`config.mk`:
```
export PLATFORM = sky130hd
export DESIGN_NAME = mem_stage_top
export DESIGN_NICKNAME = d
export VERILOG_FILES = /design/src/source/dbus_pkg.sv /design/src/source/rv32_types_pkg.sv /design/src/source/mem_stage_top.sv /design/src/source/mem_stage_ctrl.sv /design/src/source/mem_wb_register.sv /design/src/source/load_extender.sv /design/src/source/store_align.sv
export VERILOG_INCLUDE_DIRS = /design/src /design/src/source
export SDC_FILE = /design/constraint.sdc
export NUM_CORES = 1
export LEC_CHECK = 0
export ABC_CLOCK_PERIOD_IN_PS = 9840
export CAP_MARGIN = 40
export CELL_PAD_IN_SITES_DETAIL_PLACEMENT = 0
export CELL_PAD_IN_SITES_GLOBAL_PLACEMENT = 2
export CORE_ASPECT_RATIO = 0.8
export CORE_MARGIN = 1.5
export CORE_UTILIZATION = 37
export DETAILED_ROUTE_END_ITERATION = 10
export DONT_BUFFER_PORTS = 1
export PLACE_DENSITY_LB_ADDON = 0.1
export SYNTH_ARGS = -nofsm -noshare
export SYNTH_HDL_FRONTEND = slang
export SYNTH_SLANG_ARGS = --single-unit
```
`constraint.sdc`:
```
create_clock -name CLK -period 9.84 [get_ports CLK]
set_input_delay 0 -clock CLK [delete_from_list [all_inputs] [get_ports CLK]]
set_output_delay 0 -clock CLK [all_outputs]
set_load 0.01 [all_outputs]
```
`src/source/mem_stage_macros.svh`:
```
`ifndef MEM_STAGE_MACROS_SVH
`define MEM_STAGE_MACROS_SVH

// data path and address width of the core
`define WORD_W 32

// one enable per byte lane of the data bus
`define BYTE_EN_W 4

`endif
```
`src/source/dbus_pkg.sv`:
```
`include "mem_stage_macros.svh"

package dbus_pkg;

  typedef logic [`BYTE_EN_W-1:0] byte_en_t; // little-endian lane enables

  // lane patterns before shifting by the address
  localparam byte_en_t BE_NONE    = 4'b0000;
  localparam byte_en_t BE_BYTE0   = 4'b0001;
  localparam byte_en_t BE_LO_HALF = 4'b0011;
  localparam byte_en_t BE_HI_HALF = 4'b1100;
  localparam byte_en_t BE_WORD    = 4'b1111;

  // control sequencing of the memory stage
  typedef enum logic [1:0] {
    IDLE,        // waiting for an instruction from execute
    BUS_WAIT,    // request held until busy drops
    FLUSH_START, // single flush strobe
    FLUSH_WAIT   // waiting for the cache to finish
  } mem_state_t;

endpackage

```
`src/source/rv32_types_pkg.sv`:
```
`include "mem_stage_macros.svh"

package rv32_types_pkg;

  typedef logic [`WORD_W-1:0] word_t;      // data and address word
  typedef logic [4:0]         reg_idx_t;   // destination register number
  typedef logic [2:0]         load_type_t; // funct3 field of a load or store
  typedef logic [1:0]         mem_op_t;    // operation class from execute

  // funct3 codes, stores reuse the signed ones
  localparam load_type_t LB  = 3'b000;
  localparam load_type_t LH  = 3'b001;
  localparam load_type_t LW  = 3'b010;
  localparam load_type_t LBU = 3'b100;
  localparam load_type_t LHU = 3'b101;

  // operation classes
  localparam mem_op_t OP_NONE  = 2'b00; // alu result passes through
  localparam mem_op_t OP_LOAD  = 2'b01;
  localparam mem_op_t OP_STORE = 2'b10;
  localparam mem_op_t OP_FENCE = 2'b11; // cache flush, no bus access

endpackage

```
`src/source/mem_stage_top.sv`:
```
`timescale 1ns/10ps
`include "mem_stage_macros.svh"

module mem_stage_top (
  input  logic                       CLK,
  input  logic                       nRST,
  input  logic                       halt,
  input  logic                       in_valid,
  input  rv32_types_pkg::mem_op_t    op,
  input  rv32_types_pkg::load_type_t load_type,
  input  rv32_types_pkg::word_t      addr,
  input  rv32_types_pkg::word_t      store_data,
  input  rv32_types_pkg::word_t      alu_result,
  input  rv32_types_pkg::reg_idx_t   rd,
  input  logic                       reg_wen,
  output logic                       advance,
  output logic                       dbus_ren,
  output logic                       dbus_wen,
  output rv32_types_pkg::word_t      dbus_addr,
  output dbus_pkg::byte_en_t         dbus_byte_en,
  output rv32_types_pkg::word_t      dbus_wdata,
  input  logic                       dbus_busy,
  input  rv32_types_pkg::word_t      dbus_rdata,
  output logic                       flush,
  input  logic                       flush_done,
  output logic                       wb_valid,
  output rv32_types_pkg::reg_idx_t   wb_rd,
  output logic                       wb_wen,
  output rv32_types_pkg::word_t      wb_data,
  output logic                       wb_mal_l,
  output logic                       wb_mal_s
);

  logic misaligned;
  logic bus_done;

  assign dbus_addr = {addr[`WORD_W-1:2], 2'b00}; // word address, lanes select bytes

  mem_stage_ctrl mem_stage_ctrl_i (
    .CLK       (CLK),
    .nRST      (nRST),
    .halt      (halt),
    .in_valid  (in_valid),
    .op        (op),
    .misaligned(misaligned),
    .dbus_busy (dbus_busy),
    .flush_done(flush_done),
    .dbus_ren  (dbus_ren),
    .dbus_wen  (dbus_wen),
    .flush     (flush),
    .advance   (advance),
    .bus_done  (bus_done)
  );

  store_align store_align_i (
    .load_type (load_type),
    .addr      (addr),
    .store_data(store_data),
    .byte_en   (dbus_byte_en),
    .misaligned(misaligned),
    .wdata     (dbus_wdata)
  );

  mem_wb_register mem_wb_register_i (
    .CLK       (CLK),
    .nRST      (nRST),
    .halt      (halt),
    .bus_done  (bus_done),
    .advance   (advance),
    .rdata     (dbus_rdata),
    .in_valid  (in_valid),
    .op        (op),
    .load_type (load_type),
    .byte_en   (dbus_byte_en),
    .alu_result(alu_result),
    .rd        (rd),
    .reg_wen   (reg_wen),
    .misaligned(misaligned),
    .wb_valid  (wb_valid),
    .wb_rd     (wb_rd),
    .wb_wen    (wb_wen),
    .wb_data   (wb_data),
    .wb_mal_l  (wb_mal_l),
    .wb_mal_s  (wb_mal_s)
  );

endmodule

```
`src/source/mem_stage_ctrl.sv`:
```
`timescale 1ns/10ps

module mem_stage_ctrl (
  input  logic                    CLK,
  input  logic                    nRST,
  input  logic                    halt,
  input  logic                    in_valid,
  input  rv32_types_pkg::mem_op_t op,
  input  logic                    misaligned,
  input  logic                    dbus_busy,
  input  logic                    flush_done,
  output logic                    dbus_ren,
  output logic                    dbus_wen,
  output logic                    flush,
  output logic                    advance,
  output logic                    bus_done
);

  dbus_pkg::mem_state_t state;
  dbus_pkg::mem_state_t next_state;
  logic                 is_load;
  logic                 is_store;

  assign is_load  = (op == rv32_types_pkg::OP_LOAD);
  assign is_store = (op == rv32_types_pkg::OP_STORE);

  always_ff @(posedge CLK, negedge nRST) begin
    if (!nRST)
      state <= dbus_pkg::IDLE;
    else
      state <= next_state;
  end

  always_comb begin
    next_state = state;
    dbus_ren   = 1'b0;
    dbus_wen   = 1'b0;
    flush      = 1'b0;
    advance    = 1'b0;
    bus_done   = 1'b0;
    case (state)
      dbus_pkg::IDLE: begin
        if (in_valid && !halt) begin
          case (op)
            rv32_types_pkg::OP_NONE: begin
              advance = 1'b1; // nothing to do here
            end
            rv32_types_pkg::OP_LOAD, rv32_types_pkg::OP_STORE: begin
              if (misaligned) begin
                advance = 1'b1; // reported as exception, no request
              end else begin
                dbus_ren = is_load;
                dbus_wen = is_store;
                if (!dbus_busy) begin
                  bus_done = 1'b1; // zero wait state
                  advance  = 1'b1;
                end else begin
                  next_state = dbus_pkg::BUS_WAIT;
                end
              end
            end
            rv32_types_pkg::OP_FENCE: begin
              next_state = dbus_pkg::FLUSH_START;
            end
          endcase
        end
      end
      dbus_pkg::BUS_WAIT: begin
        dbus_ren = is_load; // execute holds its inputs, so these stay put
        dbus_wen = is_store;
        if (!dbus_busy) begin
          bus_done   = 1'b1;
          advance    = 1'b1;
          next_state = dbus_pkg::IDLE;
        end
      end
      dbus_pkg::FLUSH_START: begin
        flush      = 1'b1;
        next_state = dbus_pkg::FLUSH_WAIT;
      end
      dbus_pkg::FLUSH_WAIT: begin
        if (flush_done) begin
          advance    = 1'b1;
          next_state = dbus_pkg::IDLE;
        end
      end
    endcase
  end

  // nothing retires while the bus is busy
  a_no_adv_busy: assert property (@(posedge CLK) disable iff (!nRST)
    dbus_busy |-> !advance);

  // the cache only answers the pending flush
  a_flush_pulse: assert property (@(posedge CLK) disable iff (!nRST)
    flush_done |-> state == dbus_pkg::FLUSH_WAIT);

endmodule

```
`src/source/mem_wb_register.sv`:
```
`timescale 1ns/10ps

module mem_wb_register (
  input  logic                       CLK,
  input  logic                       nRST,
  input  logic                       halt,
  input  logic                       bus_done,
  input  logic                       advance,
  input  rv32_types_pkg::word_t      rdata,
  input  logic                       in_valid,
  input  rv32_types_pkg::mem_op_t    op,
  input  rv32_types_pkg::load_type_t load_type,
  input  dbus_pkg::byte_en_t         byte_en,
  input  rv32_types_pkg::word_t      alu_result,
  input  rv32_types_pkg::reg_idx_t   rd,
  input  logic                       reg_wen,
  input  logic                       misaligned,
  output logic                       wb_valid,
  output rv32_types_pkg::reg_idx_t   wb_rd,
  output logic                       wb_wen,
  output rv32_types_pkg::word_t      wb_data,
  output logic                       wb_mal_l,
  output logic                       wb_mal_s
);

  rv32_types_pkg::word_t      rdata_q; // bus word from the completing load
  rv32_types_pkg::word_t      alu_q;
  rv32_types_pkg::word_t      ext_data;
  rv32_types_pkg::load_type_t ltype_q;
  dbus_pkg::byte_en_t         lanes_q;
  logic                       is_load_q;
  logic                       mal_l;
  logic                       mal_s;
  logic                       good_load;

  assign mal_l     = (op == rv32_types_pkg::OP_LOAD) & misaligned;
  assign mal_s     = (op == rv32_types_pkg::OP_STORE) & misaligned;
  assign good_load = (op == rv32_types_pkg::OP_LOAD) & ~misaligned;

  always_ff @(posedge CLK) begin
    if (bus_done && good_load)
      rdata_q <= rdata;
  end

  always_ff @(posedge CLK, negedge nRST) begin
    if (!nRST) begin
      wb_valid  <= 1'b0;
      wb_wen    <= 1'b0;
      wb_mal_l  <= 1'b0;
      wb_mal_s  <= 1'b0;
      is_load_q <= 1'b0;
    end else if (halt) begin
      wb_valid  <= 1'b0;
      wb_wen    <= 1'b0;
      wb_mal_l  <= 1'b0;
      wb_mal_s  <= 1'b0;
      is_load_q <= 1'b0;
    end else begin
      wb_valid <= advance & in_valid; // one pulse per retired instruction
      if (advance) begin
        wb_wen    <= reg_wen & ~mal_l; // faulting load writes nothing
        wb_mal_l  <= mal_l;
        wb_mal_s  <= mal_s;
        is_load_q <= good_load;
      end
    end
  end

  always_ff @(posedge CLK) begin
    if (halt) begin
      wb_rd   <= '0;
      alu_q   <= '0;
      ltype_q <= '0;
      lanes_q <= '0;
    end else if (advance) begin
      wb_rd   <= rd;
      alu_q   <= alu_result; // also the faulting address on a misaligned load
      ltype_q <= load_type;
      lanes_q <= byte_en;
    end
  end

  load_extender load_extender_i (
    .load_type(ltype_q),
    .byte_en  (lanes_q),
    .rdata    (rdata_q),
    .ext_data (ext_data)
  );

  assign wb_data = is_load_q ? ext_data : alu_q;

  // completion from the ctrl block must belong to a bus access
  a_done_is_access: assert property (@(posedge CLK) disable iff (!nRST)
    bus_done |-> (op == rv32_types_pkg::OP_LOAD || op == rv32_types_pkg::OP_STORE));

endmodule

```
`src/source/load_extender.sv`:
```
`timescale 1ns/10ps

module load_extender (
  input  rv32_types_pkg::load_type_t load_type,
  input  dbus_pkg::byte_en_t         byte_en,
  input  rv32_types_pkg::word_t      rdata,
  output rv32_types_pkg::word_t      ext_data
);

  logic [7:0]  lane_byte;
  logic [15:0] lane_half;

  // right-justify the addressed lane
  always_comb begin
    case (byte_en)
      4'b0010: lane_byte = rdata[15:8];
      4'b0100: lane_byte = rdata[23:16];
      4'b1000: lane_byte = rdata[31:24];
      default: lane_byte = rdata[7:0];
    endcase
  end

  assign lane_half = (byte_en == dbus_pkg::BE_HI_HALF) ? rdata[31:16] : rdata[15:0];

  always_comb begin
    case (load_type)
      rv32_types_pkg::LB:  ext_data = {{24{lane_byte[7]}}, lane_byte};
      rv32_types_pkg::LBU: ext_data = {24'b0, lane_byte};
      rv32_types_pkg::LH:  ext_data = {{16{lane_half[15]}}, lane_half};
      rv32_types_pkg::LHU: ext_data = {16'b0, lane_half};
      default:             ext_data = rdata; // full word
    endcase
  end

endmodule

```
`src/source/store_align.sv`:
```
`timescale 1ns/10ps

module store_align (
  input  rv32_types_pkg::load_type_t load_type,
  input  rv32_types_pkg::word_t      addr,
  input  rv32_types_pkg::word_t      store_data,
  output dbus_pkg::byte_en_t         byte_en,
  output logic                       misaligned,
  output rv32_types_pkg::word_t      wdata
);

  // lanes and alignment from the access size
  always_comb begin
    byte_en    = dbus_pkg::BE_NONE;
    misaligned = 1'b0;
    case (load_type)
      rv32_types_pkg::LB, rv32_types_pkg::LBU: begin
        byte_en = dbus_pkg::byte_en_t'(dbus_pkg::BE_BYTE0 << addr[1:0]); // any byte is fine
      end
      rv32_types_pkg::LH, rv32_types_pkg::LHU: begin
        byte_en    = addr[1] ? dbus_pkg::BE_HI_HALF : dbus_pkg::BE_LO_HALF;
        misaligned = addr[0]; // odd half address
      end
      rv32_types_pkg::LW: begin
        byte_en    = dbus_pkg::BE_WORD;
        misaligned = (addr[1:0] != 2'b00);
      end
      default: begin
        byte_en    = dbus_pkg::BE_NONE; // unused funct3 codes
        misaligned = 1'b0;
      end
    endcase
  end

  // the memory picks its lanes out of the replicated word
  always_comb begin
    case (load_type)
      rv32_types_pkg::LB, rv32_types_pkg::LBU: wdata = {4{store_data[7:0]}};
      rv32_types_pkg::LH, rv32_types_pkg::LHU: wdata = {2{store_data[15:0]}};
      default:                                 wdata = store_data;
    endcase
  end

endmodule

```
==> results.md, run 1 <==
* Worst rel slew slack at 38.6%
* Distinct cells, synth at 53
* Final Setup Violations at 0
* Routed len/inst at 20.7 µm
* Final wirelength at 16300 µm
* Fillers at 1285
* Seq cells post-synth at 83
* Hold Fails Final Rpt at 0
* Multi-input gate area at 2470 µm²
* Initial antenna violation count at 0
* Critical path class: reg -> out
* Register area at 2020 µm²
* Ys Warns at 0
* Area grow syn2layout at 18.1%
* Synth Area in XOR/XNOR at 0.174%
* Static leakage at 1.98 nW
* TritonCTS clock tree: done
* Post-Syn Instances at 594
* Synth top area share at 19.1%
* Setup_tns at 0 ps
* Hold Startpoint: addr[27]
* Clk Latency, worst-skew pair at 340 ps
* Root buffer cell: clkbuf_16
* Final slew viol count at 0
* Synth Area in Compound Gates at 26.2%
* Post-synth top flop: dfxtp_1
* R2r endpoint: mem_wb_register_i.wb_wen
* Count leader, synth: o21ai_0
* Power density over the cells at 179 nW/µm²
* Synth async-reset ratio at 8.43%
* Top delay family on crit path: simple AND/OR/NAND/NOR gates
* GR Overflow Total at 0
* # nets final at 753
* Pre-antenna DRT Iters at 5
* Fmax at 0.331 GHz
* Peak supply drop at 0.000103 V
* Num ports at 258
* Slew @ Worst Pin at 916 ps
* Final Skew at 5.41 ps
* Hold_ws at 0.00392 ps
* Status: completed
* Layout cells sized above 1 at 11.0%
* Die area at 14300 µm²
* Routability cong. at 0.854
* Top cells by area, synth: edfxtp_1 19%, dfxtp_1 17%, o21ai_0 8.4%, a21oi_1 6.4%, buf_4 6.0%
* Critical path peak fanout at 17
* Worst path bufs/invs at 1
* Via-per-instance ratio at 5.77
* Post-Syn Area per Cell at 8.48 µm²
* Critical Path End Type: output pin
* H-tree levels at 3
* Max incr delay on CP at 780 ps
* I/O Buffers at 0
* Vias in the first global route at 4177
* Die X at 133 µm
* Worst hold path class: in -> out
* Seq/Total Area, Yosys at 40.0%
* # resized after CTS at 0
* Initial Util at 38.6%
* Overall Global Routing Usage at 22.2%
* Worst Path Required at 9840 ps
* Worst R2R Start: mem_stage_ctrl_i.state[1]
* CP Launch Point: mem_wb_register_i.lanes_q[2]
* Largest family of logic cells by synthesized area: compound AO/OA/AOI/OAI gates
* Maximum root-to-sink buffer count at 2
* Mux share of post-synthesis cell area at 6.93%
* Reg2Reg Depth at 6
* TritonCTS buffer count at 9
* Synth area leader: edfxtp_1
* Hold Crit Endpoint: dbus_addr[27]
* Hold Path Depth at 0
* Simple-gate area share of the yosys netlist at 14.1%
* Number of synthesized flops with an enable pin at 32
* Worst-path cell chain: nand4bb_1, mux2i_1, o21ai_0, a21oi_2, buf_6, a21oi_1
* Reg-to-reg slack, setup at 7200 ps
* Clock transition at the registers of the reported paths at 60 ps
* Starting DRT DRC Count at 330
* Clock sinks at 83
* Remaining routing DRC violations at 0
* Synth cell count leaders: 85 x o21ai_0, 64 x a21oi_1, 59 x nand3_1
* Max Cap Violations at 0
* Slowest stage cell, crit path: nand4bb_1
* Critical Path AT at 3020 ps
* Largest net degree at the start of global routing at 57
* ANT cells at 0
* Die Y at 107 µm
* Core area at 13100 µm²
* HPWL after detailed placement at 11000 µm
* Startpoint Class: register
* First-pass GRT wire length at 24100 µm
* Post-route minimum period at 3020 ps
* FP Rows at 37
* Tcrit/Tclk final at 30.7%
* Final ANT Viol Nets at 0
* Via count at 4527
* Post-synthesis adder-cell area fraction at 0.993%
* RSZ-0062 raised after global routing: no
* Syn Std Cell Area at 5040 µm²
-- how the worst max path moves through the flow --
stage	to	slack (ps)	cells past startpoint
final	wb_data[30]	6820	6
after global routing	wb_data[30]	6580	6
after CTS	wb_data[30]	6870	6
after detailed placement	wb_data[30]	7250	6
after global placement	wb_data[30]	7100	5
after floorplan	mem_wb_register_i.rdata_q[0]	5880	5
-- power by group --
group          switching (W)  internal, W
Sequential         0.0000370     0.000395
Clock               0.000140     0.000203
Combinational       0.000186     0.000106
Total               0.000363     0.000705
-- through the flow --
stage	total power [W]	setup slack, ps	util, %	area [µm²]	cells
finish	0.00107	6820	45.6	5950	784
global placement	0.000697	7100	37.0	4830	687
global route	0.00112	6580	45.6	5950	784
CTS	0.00107	6870	45.6	5950	784
floorplan	0.000653	5880	-	5040	595
detailed placement	0.000699	7250	37.1	4840	688
-- cell type report --
type,count,share of cell area (%)
Inverter,17,1.07
Timing Repair Buffer,88,14.7
Tap cell,175,3.68
Multi-Input combinational cell,405,41.6
Sequential cell,83,33.9
Clock inverter,6,1.09
Clock buffer,10,4.02
-- cells by family (layout without fill, tap and decap cells) --
logic type                 count (synthesis)  in the layout
xor gates and xnor gates                   1              1
DFF                                       83             83
other                                      1              2
AOI/OAI and AO/OA                        220            220
muxes                                     32             32
buffers and inverters                    107            121
and+or+nand+nor                          146            146
adders and majority gates                  4              4
-- registers in the layout (all words and copies together) (netlist names) --
register,count
mem_wb_register_i.is_load_q,1
mem_wb_register_i.rdata_q,32
mem_wb_register_i.lanes_q,4
mem_wb_register_i.ltype_q,3
mem_stage_ctrl_i.state,2
mem_wb_register_i.alu_q,32
mem_wb_register_i.wb_mal_s,1
mem_wb_register_i.wb_wen,1
mem_wb_register_i.wb_valid,1
mem_wb_register_i.wb_mal_l,1
mem_wb_register_i.wb_rd,5
-- cells in the final DEF (no fill, tap or decap), drive strengths merged, types with 3 or more instances in the layout --
master and instances:
a21oi 75, a221o 7, a22o 4, a22oi 5, a32o 3, buf 9, clkbuf 10, clkinvlp 4
dfrtp 7, dfxtp 44, dlygate4sd3 79, edfxtp 32, ha 4, inv 17, mux2 23, mux2i 9
nand2 42, nand2b 3, nand3 59, nor2 18, nor2b 7, nor3 3, o211ai 3, o21ai 92
o221ai 7, o22ai 7, o31ai 3, or2 4
-- metal layers --
metal	wire length [µm]	vias to the layer above	GRT usage (%)
li1	-	2149	-
met1	7630	2135	32.1
met2	6960	218	32.3
met3	1430	25	5.65
met4	238	0	7.22
met5	0	-	0
-- worst register-to-register path: cells and delay by family (launching register included) --
kind                   cells  cell delay, ps
AND/OR/NAND/NOR            2             660
buffers and inverters      1             550
AO/OA/AOI/OAI              3             900
flip-flops                 1             470
-- repair_timing --
action / CTS / global route
hold buffers: 80 / 0
setup buffers: 0 / 0
endpoints found under the hold margin: 90 / 0
Power figures use the tool's default switching activity.
==> run 2, diff against run 1 <==
Settings changed: ABC_CLOCK_PERIOD_IN_PS 9840 to 2950, CORE_UTILIZATION 37 to 35.
Clock period 9.84 ns to 2.95 ns, I/O delays scaled along.
==> run 2 against run 1 <==
Effect of this change: hold slack hardly changed; sequential power rose to 3.4 times the previous value; critical path depth down 1; clock power grew to 3.3 times the previous value; count of clock-buffer cells in the layout fell by 1; final cell count grew 4.1%; sequential share of layout area down 1.3 points; largest cell class unchanged.
==> results.md, run 2 (synthesis gave the netlist of run 1 again) <==
* Via count at 4634 (+2.4%)
* Most common cell after layout, fill and taps aside: dlygate4sd3_1
* Critical Path AT at 2760 ps (-260 ps)
* Static leakage at 2.14 nW (+8.3%)
* Hold Path Depth at 0 (unchanged)
* Power density over the cells at 584 nW/µm² (+230%)
* Critical path peak fanout at 10 (-7)
* Clock transition at the registers of the reported paths at 70 ps (about the same)
* Critical path class: reg -> out
* Reg2Reg Depth at 7 (+1)
* Clock sinks at 83 (unchanged)
* Initial Util at 35.6% (-3.0 points)
* Die X at 137 µm (+2.8%)
* Sw power at 0.00128 W (+250%)
* Status: completed
* HPWL after detailed placement at 12100 µm (+9.6%)
* Peak supply drop at 0.000364 V (+250%)
* Via-per-instance ratio at 5.68 (-1.7%)
* Worst path bufs/invs at 0 (-1)
* Clock power share at 31.0% (-1.2 points)
* Worst hold path class: in -> out
* Root buffer cell: clkbuf_16
* Final wirelength at 17200 µm (+6.0%)
* Combinational power share at 28.6% (+1.3 points)
* Largest net degree at the start of global routing at 51 (-11%)
* Starting DRT DRC Count at 316 (-4.2%)
* Maximum root-to-sink buffer count at 2 (unchanged)
* Hold Crit Endpoint: dbus_addr[2]
* Startpoint Class: register
* Final Skew at 5.05 ps (-0.359 ps)
* First-pass GRT wire length at 25100 µm (+3.8%)
* Slew @ Worst Pin at 876 ps (-40.4 ps)
* Die Y at 110 µm (+2.7%)
* Max incr delay on CP at 630 ps (-150 ps)
* Worst R2R Start: mem_stage_ctrl_i.state[1]
* Final slew viol count at 0 (unchanged)
* Most frequent cells in the layout: 97 x dlygate4sd3_1, 85 x o21ai_0, 63 x a21oi_1, 59 x nand3_1, 44 x dfxtp_1
* TritonCTS buffer count at 9 (unchanged)
* Die area at 15100 µm² (+5.6%)
* I/O Buffers at 0 (unchanged)
* Max Cap Violations at 0 (unchanged)
* Internal at 0.00233 W (+230%)
* Tcrit/Tclk final at 93.5%
* Multi-input gate area at 2490 µm² (+0.61%)
* # nets final at 776 (+3.1%)
* GR Overflow Total at 0 (unchanged)
* Flop pwr share at 40.3% (-0.2 points)
* Clk Latency, worst-skew pair at 350 ps (about the same)
* ANT cells at 0 (unchanged)
* Remaining routing DRC violations at 0 (unchanged)
* Post-CTS setup buffer count at 0 (unchanged)
* Area grow syn2layout at 22.8%
* FP Rows at 39 (+5.4%)
* Final ANT Viol Nets at 0 (unchanged)
* Worst rel slew slack at 41.6% (+3.0 points)
* CP Depth at 5 (-1)
* Sw frac at 35.4% (+1.4 points)
* TritonCTS clock tree: done
* Layout Utilization at 43.7% (-1.9 points)
* Worst Path Required at 2950 ps (-6890 ps)
* Slowest stage cell, crit path: nor2_1
* RSZ-0062 raised after global routing: no
* Final Setup Violations at 0 (unchanged)
* Fmax at 0.362 GHz
* Top Registers: mem_wb_register_i.alu_q x32, mem_wb_register_i.rdata_q x32, mem_wb_register_i.wb_rd x5
* Post-route minimum period at 2760 ps
* Num ports at 258 (unchanged)
* H-tree levels at 3 (unchanged)
* Pre-antenna DRT Iters at 4 (-1)
* Fillers at 1400 (+8.9%)
* Worst-path cell chain: nand4bb_1, nor2_1, a22o_1, a22oi_1, a31oi_1
* Hold Startpoint: addr[2]
* Overall power at 0.00362 W (+240%)
* Critical Path End Type: output pin
* Register area at 2020 µm² (unchanged)
* Routed len/inst at 21.1 µm (+1.8%)
* Layout cells sized above 1 at 11.4% (+0.39 points)
* Vias in the first global route at 4363 (+4.5%)
* Setup_tns at 0 ps (unchanged)
* Core area at 14200 µm² (+8.4%)
* R2r endpoint: mem_wb_register_i.alu_q[25]
* Reg-to-reg slack, setup at 400 ps (-6800 ps)
* Top delay family on crit path: simple AND/OR/NAND/NOR gates
* Routability cong. at 0.829 (-2.9%)
* Initial antenna violation count at 0 (unchanged)
* Overall Global Routing Usage at 22.0% (-0.27 points)
* Hold Fails Final Rpt at 0 (unchanged)
-- run 2: cell types whose count changed in the layout (fill, tap and decap cells not counted), moves of 2 or more --
cell	before	now
dlygate4sd3_1	79	97
buf_4	7	11
clkinvlp_4	4	0
inv_6	0	4
inv_8	0	2
-- run 2: routing by layer --
layer  GRT usage, %  share of wire, %  vias to the layer above
met3           4.53               6.5                       47
met1           29.2                45                     2214
met2           35.1                45                      184
li1               -                 -                     2189
met4           8.65               2.7                        0
met5              0                 0                        -
-- run 2: timing repair --
item / 4_1_cts / 5_1_grt
hold buffers: 98 / 0
setup endpoints to repair: 0 / 19
resized for setup: 0 / 1
endpoints found under the hold margin: 90 / 0
-- run 2: worst max-delay path by stage --
stage	start	to	slack (ps)
6_report	mem_wb_register_i.lanes_q[2]	wb_data[7]	190
5_1_grt	mem_wb_register_i.lanes_q[2]	wb_data[7]	10
4_1_cts	halt	mem_wb_register_i.alu_q[25]	110
3_5_place_dp	mem_wb_register_i.lanes_q[2]	wb_data[7]	650
3_3_place_gp	mem_wb_register_i.lanes_q[2]	wb_data[7]	670
2_1_floorplan	mem_stage_ctrl_i.state[0]	mem_wb_register_i.rdata_q[0]	120
-- run 2: final cells by class --
class,instances,area share [%]
sequential,83,32.6
clock buffer,9,3.64
inverter,17,1.03
clock inverter,7,1.03
tap,184,3.72
timing repair buffer,111,17.8
multi-input combinational,405,40.2
-- run 2: power by group through the flow --
stage	Combinational, W	Clock (W)	Sequential [W]
floorplan	0.000784	0	0.00139
global placement	0.000865	0	0.00148
detailed placement	0.000868	0	0.00148
CTS	0.00103	0.00115	0.00146
global route	0.00114	0.00119	0.00148
finish	0.00103	0.00112	0.00146
-- run 2: per-stage QoR --
| step | instance area (µm²) | setup WS [ps] | hold slack [ps] | cells |
|---|---|---|---|---|
| 4_1_cts | 6180 | 107 | 0.0686 | 816 |
| 3_3_place_gp | 4890 | 671 | -295 | 701 |
| 3_5_place_dp | 4900 | 647 | -295 | 702 |
| 6_report | 6190 | 191 | 0.00448 | 816 |
| 5_1_grt | 6190 | 10.9 | 0.0181 | 816 |
| 2_1_floorplan | 5050 | 121 | -296 | 595 |
